<file path="src/cachePkg.sv">
`default_nettype none

package cachePkg;

  // pipeline address and data word
  localparam int ADDR_W   = 32;
  localparam int XLEN     = 64;

  // address split, tag | index | offset
  localparam int OFFSET_W = 5;
  localparam int INDEX_W  = 6;
  localparam int TAG_W    = ADDR_W - INDEX_W - OFFSET_W;

  // 32-byte line, refilled in four bus beats
  localparam int LINE_W   = 256;
  localparam int BEATS    = LINE_W / XLEN;

  // field view of a request address
  typedef struct packed {
    logic [TAG_W-1:0]    tag;
    logic [INDEX_W-1:0]  index;
    logic [OFFSET_W-1:0] offset;
  } cacheAddrT;

  // controller states
  typedef enum logic [2:0] {
    Idle,
    Compare,
    Miss,
    Fetch,
    Refill
  } cacheStateT;

  // burst read request, beat count minus one
  typedef struct packed {
    logic [ADDR_W-1:0] lineAddr;
    logic [7:0]        beatLen;
  } busReqT;

  // one hit bit per way
  typedef struct packed {
    logic way1;
    logic way0;
  } wayHitT;

endpackage

`default_nettype wire

</file>
<file path="src/cacheCtrl.sv">
`timescale 1ns/1ps
`default_nettype none

module cacheCtrl (
  input  wire                 clk,
  input  wire                 rst_n,
  input  wire                 valid_i,
  input  wire                 stallN_i,
  input  wire cachePkg::cacheAddrT addr_i,
  input  wire cachePkg::wayHitT    hit_i,
  input  wire                 rdReady_i,
  input  wire                 dataValid_i,
  input  wire                 rdLast_i,
  output logic                addrOk_o,
  output logic                dataOk_o,
  output logic                dataNotOk_o,
  output logic                rdValid_o,
  output cachePkg::busReqT    busReq_o,
  output cachePkg::cacheAddrT reqAddr_o,
  output logic                ramEn_o,
  output logic                fetchActive_o,
  output logic                refill_o,
  output logic                victimSample_o
);
  import cachePkg::*;

  cacheStateT state;
  cacheStateT stateNext;
  logic       anyHit;
  logic       accept;
  logic       inCompare;

  // hit bits refer to the latched request
  assign anyHit    = hit_i.way0 | hit_i.way1;
  assign inCompare = (state == Compare);

  // take a new address in idle, or right behind a hit
  assign addrOk_o = stallN_i && ((state == Idle) || (inCompare && anyHit));
  assign accept   = valid_i && addrOk_o;

  // data RAMs read at the new index in the accepting cycle
  assign ramEn_o = accept;

  always_ff @(posedge clk or negedge rst_n) begin
    if (!rst_n) begin
      state <= Idle;
    end else begin
      state <= stateNext;
    end
  end

  always_comb begin
    stateNext = state;
    case (state)
      Idle: begin
        if (accept) begin
          stateNext = Compare;
        end
      end
      Compare: begin
        // miss goes to the bus, a hit may chain the next request
        if (!anyHit) begin
          stateNext = Miss;
        end else if (!accept) begin
          stateNext = Idle;
        end
      end
      Miss: begin
        if (rdReady_i) begin
          stateNext = Fetch;
        end
      end
      Fetch: begin
        if (dataValid_i && rdLast_i) begin
          stateNext = Refill;
        end
      end
      Refill: begin
        stateNext = Idle;
      end
      default: begin
        stateNext = Idle;
      end
    endcase
  end

  // request latch, address only
  always_ff @(posedge clk) begin
    if (accept) begin
      reqAddr_o <= addr_i;
    end
  end

  // responses toward the pipeline
  assign dataOk_o    = (inCompare && anyHit) || (state == Refill);
  assign dataNotOk_o = (inCompare && !anyHit) || (state == Miss) || (state == Fetch);

  // one request strobe once the bus is ready
  assign rdValid_o = (state == Miss) && rdReady_i;

  // refill sequencing for buffer and tag store
  assign fetchActive_o  = (state == Fetch);
  assign victimSample_o = fetchActive_o && dataValid_i && rdLast_i;
  assign refill_o       = (state == Refill);

  // line aligned burst, four beats
  always_comb begin
    busReq_o.lineAddr = {reqAddr_o.tag, reqAddr_o.index, {OFFSET_W{1'b0}}};
    busReq_o.beatLen  = 8'(BEATS - 1);
  end

endmodule

`default_nettype wire

</file>
<file path="config.mk">
export PLATFORM = sky130hd
export DESIGN_NAME = cacheCtrl
export DESIGN_NICKNAME = d
export VERILOG_FILES = /design/src/cachePkg.sv /design/src/cacheCtrl.sv
export SDC_FILE = /design/constraint.sdc
export NUM_CORES = 1
export LEC_CHECK = 0
export ABC_AREA = 1
export BUFFER_PORTS_ARGS = -buffer_cell sky130_fd_sc_hd__buf_2
export CAP_MARGIN = 20
export CORE_MARGIN = 4
export CORE_UTILIZATION = 42
export DETAILED_ROUTE_END_ITERATION = 8
export PLACE_DENSITY = 0.86
export SYNTH_ARGS = -nofsm -noshare
export SYNTH_HDL_FRONTEND = slang
export SYNTH_SLANG_ARGS = --single-unit
</file>
<file path="constraint.sdc">
create_clock -name clk -period 7.4 [get_ports clk]
set_clock_uncertainty 0.05 [all_clocks]
set_input_delay 0.74 -clock clk [delete_from_list [all_inputs] [get_ports clk]]
set_output_delay 0.74 -clock clk [all_outputs]
set_load 0.03 [all_outputs]
</file>
==> results of run 1 <==
[cell type report]
type	instances	area (um^2)
Sequential cell	35	1040
Clock inverter	3	38.8
Inverter	13	48.8
Clock buffer	5	68.8
Timing Repair Buffer	108	543
Fill cell	317	1440
Multi-Input combinational cell	48	236
Tap cell	46	57.6
[sequential cells by signal, summed over array words and instances (netlist names)]
name       count
busReq_o      27
state          3
reqAddr_o      5
[how the worst max path moves through the flow]
stage / cells past startpoint / start / slack, ps / endpoint
after floorplan: 6 / hit_i[0] / 3980 / ramEn_o
after global placement: 9 / hit_i[0] / 4690 / ramEn_o
after detailed placement: 9 / hit_i[0] / 4650 / ramEn_o
after global routing: 7 / state[2] / 4430 / ramEn_o
final: 7 / state[2] / 4610 / ramEn_o
after CTS: 7 / state[2] / 4590 / ramEn_o
[Yosys cell counts]
cell type	count
nor4_1	2
nand2_2	2
o211ai_1	1
conb_1	2
buf_4	40
dfrtp_1	3
edfxtp_1	32
nand2_1	10
o21ai_0	2
inv_1	13
nand3_1	4
nor2_1	8
a21oi_1	1
nor2_2	1
nor3_2	1
o21ai_2	2
nand4_2	1
[worst max-delay path, stage by stage, from the launching register on]
cell and delay (ps):
dfrtp_1 450, nor2_1 210, nand3_1 120, nand2_1 110, inv_1 80, nor3_4 100, buf_4 370, buf_2 280
[stage by stage]
stage	power [W]	cell area, um^2	utilization [%]
after global placement	0.000509	1920	55.4
after detailed placement	0.000513	1920	55.4
after global routing	0.000703	2030	58.5
after CTS	0.000674	2030	58.5
after floorplan	0.000468	1620	-
final	0.000666	2030	58.5
[metal layers]
layer | GRT usage, % | share of wire [%]
met5 | 0 | 0
met2 | 23.3 | 49
met3 | 6.09 | 11
met4 | 3.90 | 0.37
met1 | 14.2 | 40
[cell families (layout without fill, tap and decap cells)]
logic type / Yosys count / after routing
AOI/OAI and AO/OA: 6 / 6
buffers and inverters: 53 / 129
DFF: 35 / 35
and+or+nand+nor: 29 / 29
other: 2 / 13
[power by group]
| group | internal (W) | switching, W |
|---|---|---|
| clock network | 0.0000985 | 0.0000612 |
| registers | 0.000251 | 0.0000169 |
| logic | 0.0000612 | 0.000178 |
==> metrics.yaml, run 1 <==
yosysWarnings: 0
r2r_slack_ps: 5560
placed_cells: 250
ys_ff_latch: 35
cts_hold_buf: 0
dpl.hpwl_um: 2730
hold_path.class: "in -> async"
setup_violations: 0
io_buffers: 107
drv_cap: 0
fp-row-count: 21
timing.final.ws_setup_ps: 4610
routed_wl_um: 3250
grt_pass1_vias: 1017
preCtsSetupSlack_ps: 4650
syn_area_mm2: 0.00157
powerDensity_mw_per_mm2: 328
clock_latency_ps: 270
rr_worst_depth: 6
required_ps: 6610
final_cells: 258
period_share_pct: 37.7
r2r_start: "state[2]"
hold_viol: 0
grt_overflow: 0
critPathMaxFanout: 33
n_antenna_cell: 0
cts_setup_buffers: 0
grt_use_total_pct: 13.3
via_per_inst: 4.27
die_w_um: 69.2
synth.area.top_cells: "edfxtp_1 61%, buf_4 19%, dfrtp_1 4.8%, inv_1 3.1%, nand2_1 2.4%"
synth_fa_ha_area_share_pct: 0
max_freq_mhz: 359
htree_num_levels: 2
fin_tns_setup_ps: 0
io_pins: 121
num_vias: 1101
vdd_ir_drop_max_uv: 140
syn_inst: 125
drive_above_1_share_pct: 57.5
finalWeightedCongestion: 0.789
yosys.area.top_type: "edfxtp_1"
synth-compound-area-share_pct: 2.54
die_h_um: 69.2
startpoint_type: "flip-flop"
leakagePower_nw: 1.02
cts_made_buffers: 5
whs_ps: 200
core_area_mm2: 0.00347
cts_tree: "yes"
wire_per_inst_um: 12.6
syn_area_per_cell_um2: 12.6
finalMaxSlewViolations: 0
cts_buffer_depth: 2
cp-end-kind: "output port"
synthToLayoutAreaGrowth_pct: 28.9
path_clk_slew_ps: 70
dieArea_mm2: 0.00479
grt_pass1_wl_um: 4910
rsz0062_at_grt: "false"
synth.distinct_cells: 17
cp.arrival_ps: 2000
grt_max_degree: 34
criticalPathCategory: "reg -> out"
period_needed_ps: 2790
final_cell_mix: "107 x buf_2, 32 x edfxtp_1, 13 x inv_1, 13 x conb_1, 10 x nand2_1"
synth_xor_area_share_pct: 0
clk_root_buffer_cell: "clkbuf_8"
mostFrequentLayoutCell: "buf_2"
ant_nets: 0
nNetsFinal: 252
cts.sinks: 35
synth_top_family_by_area: "buffers and inverters"
seq_area_frac_synth_pct: 65.8
yosys.area_share.simple_pct: 8.98
drc: 0
synthMuxAreaShare_pct: 0
antenna_found_initial: 0
post_cts_resized: 0
synth.top_cell.area_share_pct: 61.0
dr.pass1.iters: 6
r2r-end: "reqAddr_o[1]"
start_util_pct: 45.4
drt_iter0_markers: 61
outcome: "finished clean"
Power figures use the tool's default switching activity.
==> run 2, diff against run 1 <==
--- a/config.mk
+++ b/config.mk
@@ -9,9 +9,9 @@
 export BUFFER_PORTS_ARGS = -buffer_cell sky130_fd_sc_hd__buf_2
 export CAP_MARGIN = 20
 export CORE_MARGIN = 4
-export CORE_UTILIZATION = 42
+export CORE_UTILIZATION = 39
 export DETAILED_ROUTE_END_ITERATION = 8
-export PLACE_DENSITY = 0.86
+export PLACE_DENSITY = 0.81
 export SYNTH_ARGS = -nofsm -noshare
 export SYNTH_HDL_FRONTEND = slang
 export SYNTH_SLANG_ARGS = --single-unit
==> constraint.sdc (replaced) <==
create_clock -name clk -period 2.6 [get_ports clk]
set_clock_uncertainty 0.05 [all_clocks]
set_input_delay 0.26 -clock clk [delete_from_list [all_inputs] [get_ports clk]]
set_output_delay 0.26 -clock clk [all_outputs]
set_load 0.03 [all_outputs]
==> metrics.yaml, run 2 (synthesis gave the netlist of run 1 again) <==
drt_iter0_markers: 60
grt_max_degree: 16
hold_end: "reqAddr_o[4]"
drv_cap: 0
fp-row-count: 22
worst_path_max_delay_cell: "dfrtp_1"
cp.arrival_ps: 1830
rr_worst_depth: 6
max_freq_mhz: 468
hold_path.class: "in -> reg"
final_cell_mix: "107 x buf_2, 32 x edfxtp_1, 13 x inv_1, 13 x conb_1, 10 x nand2_1"
synthToLayoutAreaGrowth_pct: 28.8
largest_reg_flops: 27
dpl.hpwl_um: 2930
vdd_ir_drop_max_uv: 227
cp-end-kind: "output port"
drc: 0
fin_tns_setup_ps: 0
routed_wl_um: 3400
r2r_slack_ps: 660
cts.sinks: 35
r2r-end: "busReq_o[28]"
ant_nets: 0
placed_cells: 254
power_w: 0.00180
outcome: "finished clean"
r2r_start: "state[2]"
antenna_found_initial: 0
final_cells: 262
finalWeightedCongestion: 0.782
whs_path_depth: 1
via_per_inst: 4.21
cts_made_buffers: 5
wire_per_inst_um: 13.0
crit_chain: "nor2_1 -> nand3_1 -> nand2_1 -> inv_1 -> nor3_4 -> buf_2"
setup_violations: 0
clk_root_buffer_cell: "clkbuf_8"
hold_viol: 0
critPathMaxFanout: 9
die_w_um: 71.5
whs_ps: 109
io_buffers: 107
period_needed_ps: 2140
htree_num_levels: 2
grt_pass1_wl_um: 4930
drive_above_1_share_pct: 57.5
nNetsFinal: 255
dr.pass1.iters: 4
worstHoldStart: "addr_i[4]"
period_share_pct: 82.1
clock_latency_ps: 270
post_cts_resized: 0
powerDensity_mw_per_mm2: 889
cts_buffer_depth: 2
grt_overflow: 0
leakagePower_nw: 1.02
grt_pass1_vias: 1040
mostFrequentLayoutCell: "buf_2"
core_area_mm2: 0.00377
cts_tree: "yes"
start_util_pct: 41.7
startpoint_type: "flip-flop"
crit_buf_inv: 2
grt_use_total_pct: 12.7
criticalPathCategory: "reg -> out"
n_antenna_cell: 0
io_pins: 121
finalMaxSlewViolations: 0
path_clk_slew_ps: 70
dieArea_mm2: 0.00512
die_h_um: 71.5
crit_family: "simple AND/OR/NAND/NOR gates"
required_ps: 2290
cp_slowest_stage_delay_ps: 450
rsz0062_at_grt: "false"
num_vias: 1102
fillerInstances: 365
==> run 2: routing by layer <==
layer / GRT usage [%] / wire, um / up-vias
met3: 3.93 / 386 / 2
met5: 0 / 0 / -
met4: 5.01 / 34 / 0
met1: 13.1 / 1150 / 492
li1: - / - / 539
met2: 23.6 / 1830 / 69
==> run 2: worst max-delay path by stage <==
stage,from,end,depth (start not counted)
after CTS,state[2],ramEn_o,6
after floorplan,state[2],busReq_o[13],5
after global routing,state[2],ramEn_o,6
after detailed placement,state[2],busReq_o[23],6
final,state[2],ramEn_o,6
after global placement,state[2],busReq_o[23],6
==> run 2: layout make-up <==
| cell class | instances | area (um^2) | area share (%) |
|---|---|---|---|
| clock buffers | 5 | 68.8 | 3.40 |
| flip-flops and latches | 35 | 1040 | 51.1 |
| multi-input cells | 48 | 236 | 11.7 |
| inverters | 13 | 48.8 | 2.41 |
| clock inverters | 2 | 8.76 | 0.432 |
| repair buffers | 111 | 568 | 28.0 |
| well taps | 48 | 60.1 | 2.96 |
==> run 2: stage by stage <==
| step | worst slack [ps] | utilization (%) | area, um^2 |
|---|---|---|---|
| 5_1_grt | 255 | 53.7 | 2030 |
| 6_report | 465 | 53.7 | 2030 |
| 3_3_place_gp | 706 | 51.4 | 1940 |
| 2_1_floorplan | 297 | - | 1620 |
| 3_5_place_dp | 642 | 51.4 | 1940 |
| 4_1_cts | 428 | 53.7 | 2030 |
==> run 2: repair_timing <==
action,in CTS,in global routing
setup endpoints to repair,0,0
endpoints found under the hold margin,3,0
setup buffers,0,0
hold buffers,1,0
==> run 2: power by group <==
part | total (W) | internal [W] | switching, W
combinational | 0.000699 | 0.000183 | 0.000515
sequential | 0.000760 | 0.000713 | 0.0000465
clock | 0.000343 | 0.000178 | 0.000165
total | 0.00180 | 0.00107 | 0.000727
