### src/cachePkg.sv
`default_nettype none

package cachePkg;

  // pipeline address and data word
  localparam int ADDR_W   = 32;
  localparam int XLEN     = 64;

  // address split, tag | index | offset
  localparam int OFFSET_W = 5;
  localparam int INDEX_W  = 6;
  localparam int TAG_W    = ADDR_W - INDEX_W - OFFSET_W;

  // 32-byte line, refilled in four bus beats
  localparam int LINE_W   = 256;
  localparam int BEATS    = LINE_W / XLEN;

  // field view of a request address
  typedef struct packed {
    logic [TAG_W-1:0]    tag;
    logic [INDEX_W-1:0]  index;
    logic [OFFSET_W-1:0] offset;
  } cacheAddrT;

  // controller states
  typedef enum logic [2:0] {
    Idle,
    Compare,
    Miss,
    Fetch,
    Refill
  } cacheStateT;

  // burst read request, beat count minus one
  typedef struct packed {
    logic [ADDR_W-1:0] lineAddr;
    logic [7:0]        beatLen;
  } busReqT;

  // one hit bit per way
  typedef struct packed {
    logic way1;
    logic way0;
  } wayHitT;

endpackage

`default_nettype wire

### src/refillBuffer.sv
`timescale 1ns/1ps
`default_nettype none

module refillBuffer (
  input  wire                         clk,
  input  wire                         rst_n,
  input  wire                         fetchActive_i,
  input  wire                         dataValid_i,
  input  wire [cachePkg::XLEN-1:0]    rdData_i,
  output logic [cachePkg::LINE_W-1:0] line_o
);
  import cachePkg::*;

  logic [1:0] beatCnt;
  logic       beatTake;

  // a beat counts only while fetching
  assign beatTake = fetchActive_i && dataValid_i;

  // slot pointer, back to zero outside fetch
  always_ff @(posedge clk or negedge rst_n) begin
    if (!rst_n) begin
      beatCnt <= '0;
    end else if (!fetchActive_i) begin
      beatCnt <= '0;
    end else if (dataValid_i) begin
      beatCnt <= beatCnt + 2'd1;
    end
  end

  // beat n lands in word n of the line
  // untouched in refill, so the line stays stable
  always_ff @(posedge clk) begin
    if (beatTake) begin
      line_o[beatCnt*XLEN +: XLEN] <= rdData_i;
    end
  end

endmodule

`default_nettype wire

### config.mk
export PLATFORM = sky130hd
export DESIGN_NAME = refillBuffer
export DESIGN_NICKNAME = d
export VERILOG_FILES = /design/src/cachePkg.sv /design/src/refillBuffer.sv
export SDC_FILE = /design/constraint.sdc
export NUM_CORES = 1
export LEC_CHECK = 0
export ABC_AREA = 1
export BUFFER_PORTS_ARGS = -buffer_cell sky130_fd_sc_hd__buf_2
export CAP_MARGIN = 40
export CORE_UTILIZATION = 55
export DETAILED_ROUTE_END_ITERATION = 7
export PLACE_DENSITY = 0.85
export SLEW_MARGIN = 10
export SYNTH_ARGS = -nofsm -noshare
export SYNTH_HDL_FRONTEND = slang
export SYNTH_SLANG_ARGS = --single-unit
### constraint.sdc
create_clock -name clk -period 11.8 [get_ports clk]
set_input_delay 1.18 -clock clk [delete_from_list [all_inputs] [get_ports clk]]
set_output_delay 1.18 -clock clk [all_outputs]
set_load 0.1 [all_outputs]
==> impl_summary.md, run 1 <==
Run status
The run finished with clean final reports.

Placed design
During placement, the flow inserted port buffers numbering 323. The post-detailed-placement half-perimeter wirelength is 17.70 mm. The final weighted congestion in routability-driven placement is 0.8154. The placement-stage worst setup slack is 8504 ps.

Logic synthesis
A synthesized cell averages 12.72 sq um. The post-synthesis sequential element count is 258. The number of nets produced by synthesis is 868.

The post-synthesis instance area is 10,110 sq um. Of the post-synthesis cell area, the dominant cell type holds 0.7605. Synthesis handed over a netlist of 795 instances.

The synthesis warning total is 0. Ranked by total cell area, the synthesized netlist is headed by edfxtp_1, nor2_1, nand3_1. The most area-hungry cell type in the Yosys netlist is edfxtp_1. Counting distinct cell types in the post-synthesis netlist gives 14. For this run, the register share of the synthesized area comes to 0.7654.

Clocking
The clock latency on the worst-skew pair is 510 ps. The H-tree level count is 1. The count of hold-fix buffers inserted at cts is 0. The clock transition at the registers of the reported paths is 60 ps. The TritonCTS clock tree is yes. The tree built by TritonCTS fans out to 258 sinks. The tree is rooted in a clkbuf_16. The post-cts sizing count is 0. Clock tree synthesis inserted a total of 25 buffers.

Counting along the longest clock path gives a buffer depth of 3. The total setup buffers inserted after CTS is 0.

Floorplan
The die outline height is 137.6 microns. The area inside the core boundary is 17,960 sq um. The die is 137.6 microns wide. The I/O pin count is 324. The die covers 18,930 sq um. The site row count is 49. The initial core utilization is 0.5627.

Global route
The number of antenna violations at the first check in global routing is 0. The first global-routing pass estimated 39.98 mm of wire. The global route total overflow is 0. The number of global-route vias before repair is 6,884. For this run, the total global-route usage over all layers was measured as 0.2884.

Entering global routing, the biggest net connects 73 pins.

Detailed routing
For this run, design rule violations remaining after detail routing come to 0. Once detail routing completed, the nets flagged for antenna violations numbered 0. The total vias in the final route is 7,667.

Using the TritonRoute via totals, the vias-per-cell ratio works out to 5.705. The first-pass iteration count of the detailed router is 6. The total routed wirelength is 27.92 mm.

Dividing the detail-routed wire length by the instance count gives 20.77 microns. The number of violations reported at the end of detailed-routing iteration 0 is 780.

Worst setup path
The category of the most critical setup path is reg -> reg. Along the worst path, the maximum fanout reaches 72. The slowest stage of the critical path belongs to the cell ha_4.

Data on the critical path arrives at its endpoint at 3540 ps. Data on the critical path is required at its endpoint by 12,060 ps. Traced cell by cell, the critical path runs through inv_2 -> buf_4 -> ha_4 -> inv_4 -> buf_16 -> nand2_1 -> nor2_1. The largest single stage delay on the critical path is 800 ps. STA classifies the critical path startpoint as a flip-flop. STA classifies the critical path endpoint as a flip-flop.

Pwr
Of the total power, the clock network draws 0.358. Power comes to 2131 uW. The power density of the placed cells is 169.0 nW/um^2. The net switching power of the design is 615.7 uW. In this run the static leakage power is 0.004699 uW. The sequential share of power is 0.486. Of the total power, the share spent switching nets is 0.2889. The worst vdd rail ir drop is 0.1113 mV. Internal power comes to 1516 uW. Of the total power, combinational logic draws 0.156.

Timing
Setup repair after global routing left no endpoint under its margin. The total count of max-transition violations in the final report is 0. Between clock sinks in the finished design, the worst skew comes to 12.65 ps. The maximum clock frequency is 305.2 MHz. The final sum of negative setup slack is 0 ps. Across all setup checks in the final design, the least slack found is 8523 ps. In the finished design, the share of the clock period the worst path needs comes to 0.2777.

The number of hold-slack violations in the final timing report was 0. The post-route minimum period is 3277 ps. Setup violations remaining at the end of the flow were counted as 0. The worst-case headroom to the max-slew limit is 0.3784.

At the pin with the least slew margin, the transition time is 930.3 ps.

Cells and area
Leaving out fill and tap cells, the most frequent cell in the layout is buf_2. From synthesis to final layout, the design area changed by 24.79%. The library cells used most frequently in the layout, excluding fill and tap cells, are buf_2, nor2_1, edfxtp_1. The fill cell instance count of the final layout is 1,243. The share of post-route cells with drive strength above 1 is 0.3483. The count of nets after finishing is 1,171.

The final core utilization is 0.7022.

Worst hold path
The worst hold path belongs to the class in -> async.

Job
The max-cap check violation count is 0.
==> cells in the mapped netlist <==
| library cell | instances |
|---|---|
| nand2_1 | 68 |
| nand3_1 | 132 |
| nor2_1 | 260 |
| buf_2 | 43 |
| nand2_2 | 3 |
| inv_2 | 2 |
| nand3_2 | 1 |
| clkbuf_1 | 3 |
| dfrtp_1 | 2 |
| buf_6 | 8 |
| inv_1 | 7 |
| edfxtp_1 | 256 |
| buf_4 | 5 |
| ha_1 | 5 |
==> layer usage <==
layer,vias to the layer above,GRT usage,part of all wire
met4,0,0.1068,0.036
met2,583,0.4643,0.49
met5,-,0,0
met3,77,0.04415,0.10
li1,3352,-,-
met1,3655,0.3997,0.37
==> final cells by class <==
| class | count | area [sq um] | area share |
|---|---|---|---|
| inverters | 9 | 36.28 | 0.002876 |
| multi-input cells | 469 | 2026 | 0.1606 |
| repair buffers | 335 | 1747 | 0.1385 |
| flip-flops and latches | 258 | 7739 | 0.6135 |
| well taps | 229 | 286.5 | 0.02271 |
| diodes | 1 | 2.502 | 0.0001984 |
| clock buffers | 32 | 691.9 | 0.05485 |
| clock inverters | 11 | 86.33 | 0.006844 |
==> path summary, 6_finish.rpt <==
path                            cells past startpoint           to  startpoint  slack (ps)
worst max-delay path                                7  line_o[188]  beatCnt[0]        8520
worst min-delay path                                1   beatCnt[0]       rst_n         440
worst max register to register                      7  line_o[188]  beatCnt[0]        8520
worst min register to register                      3   beatCnt[0]  beatCnt[0]         550
max in group asynchronous                           1   beatCnt[0]       rst_n       11260
min in group clk                                    3   beatCnt[0]  beatCnt[0]         550
==> power groups by stage <==
stage          logic [uW]  registers [uW]  clock network, uW
2_1_floorplan         119            1200                  0
3_3_place_gp          322            1060                  0
3_5_place_dp          330            1060                  0
4_1_cts               331            1040                767
5_1_grt               350            1040                805
6_report              333            1040                762
==> worst max-delay path, delay by kind of cell, from the launching register on <==
kind,cells,cell delay (ps)
fa+ha+maj,1,800
flops,1,410
simple gates,2,280
buf+inv,4,1470
==> through the flow <==
| step | cells | hold slack [ps] | instance area, sq um |
|---|---|---|---|
| 6_report | 1344 | 439.2 | 12610 |
| 3_5_place_dp | 1299 | 542.7 | 11810 |
| 4_1_cts | 1342 | 427.5 | 12580 |
| 3_3_place_gp | 1298 | 527.9 | 11780 |
| 5_1_grt | 1343 | 423.7 | 12610 |
| 2_1_floorplan | 795 | 516.8 | 10110 |
==> state kept, by name, summed over array words and instances (netlist names) <==
signal   cells
beatCnt      2
line_o     256
==> cells by family after synthesis <==
group	count (synthesis)	synth area share
adder cells (fa/ha/maj)	5	0.006189
buffers and inverters	68	0.03837
AND/OR/NAND/NOR	464	0.1900
flip-flops	258	0.7654
(Power assumes the default switching activity.)
==> run 2: changes to the inputs <==
--- a/config.mk
+++ b/config.mk
@@ -8,9 +8,9 @@
 export ABC_AREA = 1
 export BUFFER_PORTS_ARGS = -buffer_cell sky130_fd_sc_hd__buf_2
 export CAP_MARGIN = 40
-export CORE_UTILIZATION = 55
+export CORE_UTILIZATION = 46
 export DETAILED_ROUTE_END_ITERATION = 7
-export PLACE_DENSITY = 0.85
+export PLACE_DENSITY = 0.76
 export SLEW_MARGIN = 10
 export SYNTH_ARGS = -nofsm -noshare
 export SYNTH_HDL_FRONTEND = slang
==> constraint.sdc (replaced) <==
create_clock -name clk -period 2.7 [get_ports clk]
set_input_delay 0.27 -clock clk [delete_from_list [all_inputs] [get_ports clk]]
set_output_delay 0.27 -clock clk [all_outputs]
set_load 0.1 [all_outputs]
==> impl_summary.md, run 2 (synthesis gave the netlist of run 1 again) <==
Cells and area
The area occupied by registers is 7739 sq um. Of the cells placed in the final design, the portion with a size suffix greater than 1 is 0.3437. Summing all non-filler instances in the final layout gives an area of 12,770 sq um. From synthesis to final layout, the design area changed by 26.35%.

The library cells used most frequently in the layout, excluding fill and tap cells, are buf_2, nor2_1, edfxtp_1. The register name with the most flops is line_o. The finished layout holds 1,400 standard cells, fillers aside. The count of nets after finishing is 1,179. Once layout is complete, the utilization of the core stands at 0.6000.

The library cell used most frequently in the layout, excluding fill and tap cells, is buf_2. Fill cells in the final layout number 1,707. The area of combinational cells with multiple inputs is 2021 sq um. In the final layout, the registers with the most flip-flops are line_o: 256 flops, beatCnt: 2 flops. The register with the most flip-flops in the layout has 256 of them.

Timing
The total count of max-transition violations in the final report was 0. The smallest clock period supported by the final layout is computed as 1948 ps. The final sum of negative setup slack is 0 ps. For this run, the top clock speed supported by timing is 513.4 MHz. Of the available clock period, the critical path in the final layout requires 0.7215.

The setup-violating endpoint count in the final report is 0. Between clock sinks in the finished design, the worst skew comes to 7.211 ps. Measured against its own limit, the worst slew margin works out to 0.4427. Setup repair after global routing left no endpoint under its margin. At the pin with the least slew margin, the transition time is 835.9 ps. The number of hold-slack violations in the final timing report came to 0.

Placed design
The area after detailed placement is 11,980 sq um. The final weighted congestion in routability-driven placement is 0.8172. Detailed placement finished with a half-perimeter wire length of 17.73 mm.

The number of buffers added on ports is 323. The placed cell count is 1,352.

Clocking
The post-cts sizing count is 0. The H-tree level count is 1. After clock tree synthesis, the clock-pin slew on the worst setup and hold paths is 60 ps. The TritonCTS clock tree is yes. The longest clock path from root to sink contains 3 buffers. The total clock sinks is 258. The clock latency on the worst-skew pair is 520 ps.

Buffers inserted during clock tree synthesis total 26. The root buffer cell is clkbuf_16.

Detailed routing
The total routed wirelength is 28.06 mm. After detailed routing, the number of vias per cell comes to 5.375. The first routing iteration left 641 violations.

In the routed design, unresolved DRC markers number 0. The first-pass iteration count of the detailed router is 5. The detail route stage leaves a number of antenna-violating nets equal to 0. The average wire per cell in the routed design is 20.04 microns. For this block, the via count after detailed routing is 7,525.

Worst setup path
The data arrival time of the critical path is 2180 ps. The capture point of the worst reg-to-reg path is line_o[231]. In this run the critical register-to-register path is launched from beatCnt[0]. For the worst flop-to-flop path, the logic depth is 5. The category of the most critical setup path is reg -> reg. The launching element type of the critical path is a flip-flop.

The worst setup path is captured at a flip-flop. For the worst setup path, the data required time is 2940 ps. Along the worst path, the maximum fanout reaches 64. Setup slack on the worst reg-to-reg path comes out at 750 ps.

Floorplan
The die area is 22,570 sq um. The initial utilization of the core area, before any placement, comes to 0.4749. The site row count is 53. During I/O placement, the number of pins put on the boundary was 324. In this run the standard cell core region covers 21,290 sq um. The die outline height is 150.2 microns.

In this run the horizontal extent of the chip is 150.2 microns.

Global route
The global-route usage over all layers is 0.2435. The global route total overflow is 0. The first global-routing pass estimated 41.14 mm of wire.

The number of global-route vias before repair is 7,198. The number of antenna violations at the first check in global routing is 1. Entering global routing, the biggest net connects 66 pins.

Worst hold path
The hold-critical path endpoint is beatCnt[1]. The type of the worst min-delay path is in -> reg. The number of cells traversed by the worst hold path is 3. The start point of the worst min-delay path is dataValid_i.

Pwr
The analysis attributes to cell leakage a power of 0.004743 uW. Dividing total power by cell area gives a power density of 732.8 nW/um^2. The worst vdd rail ir drop is 0.4803 mV.

Job
Across the run, the number of max-cap violations was 0.

Run status
The flow ran to the end, and the final reports show no timing, DRC or antenna violations.
-- run 2: report_power, final --
group / total, uW / internal, uW / switching [uW]
registers: 4520 / 4500 / 27.6
clock network: 3340 / 1900 / 1440
logic: 1490 / 244 / 1250
-- run 2: how the worst max path moves through the flow --
stage	start	to	depth (start not counted)
3_3_place_gp	beatCnt[1]	line_o[221]	5
3_5_place_dp	beatCnt[0]	line_o[203]	5
2_1_floorplan	beatCnt[0]	line_o[192]	3
5_1_grt	beatCnt[0]	line_o[231]	5
4_1_cts	beatCnt[0]	line_o[225]	5
6_report	beatCnt[0]	line_o[231]	5
-- run 2: layer usage --
metal,routed length (microns),GRT usage,up-vias
met2,13710,0.4032,503
met3,2781,0.04909,63
li1,-,-,3376
met4,850,0.08434,0
met5,0,0,-
met1,10720,0.3204,3583
-- run 2: final cells by class --
cell class,instances,area share
diodes,2,0.0003919
clock buffers,32,0.05437
clock inverters,13,0.006564
inverters,9,0.002841
multi-input cells,469,0.1582
flip-flops and latches,258,0.6059
well taps,275,0.02694
repair buffers,342,0.1448
-- run 2: metrics by stage --
stage	setup WS [ps]	hold slack (ps)	total power [uW]
after floorplan	28.24	-25.59	5760
after global placement	840.3	56.72	6076
after detailed placement	754.6	59.76	6102
after CTS	737.1	23.96	9408
after global routing	619.8	47.00	9619
final	752.1	46.24	9360
-- run 2: repair_timing --
action / in CTS / in global routing
buffers inserted: 0 / 0
endpoints found under the hold margin: 2 / 0
hold buffers: 1 / 0
-- run 2: worst max-delay path: stages (launching register included) --
cell and delay (ps):
dfrtp_2 430, inv_2 140, ha_1 220, inv_2 100, nand2_4 580, nor2_1 130
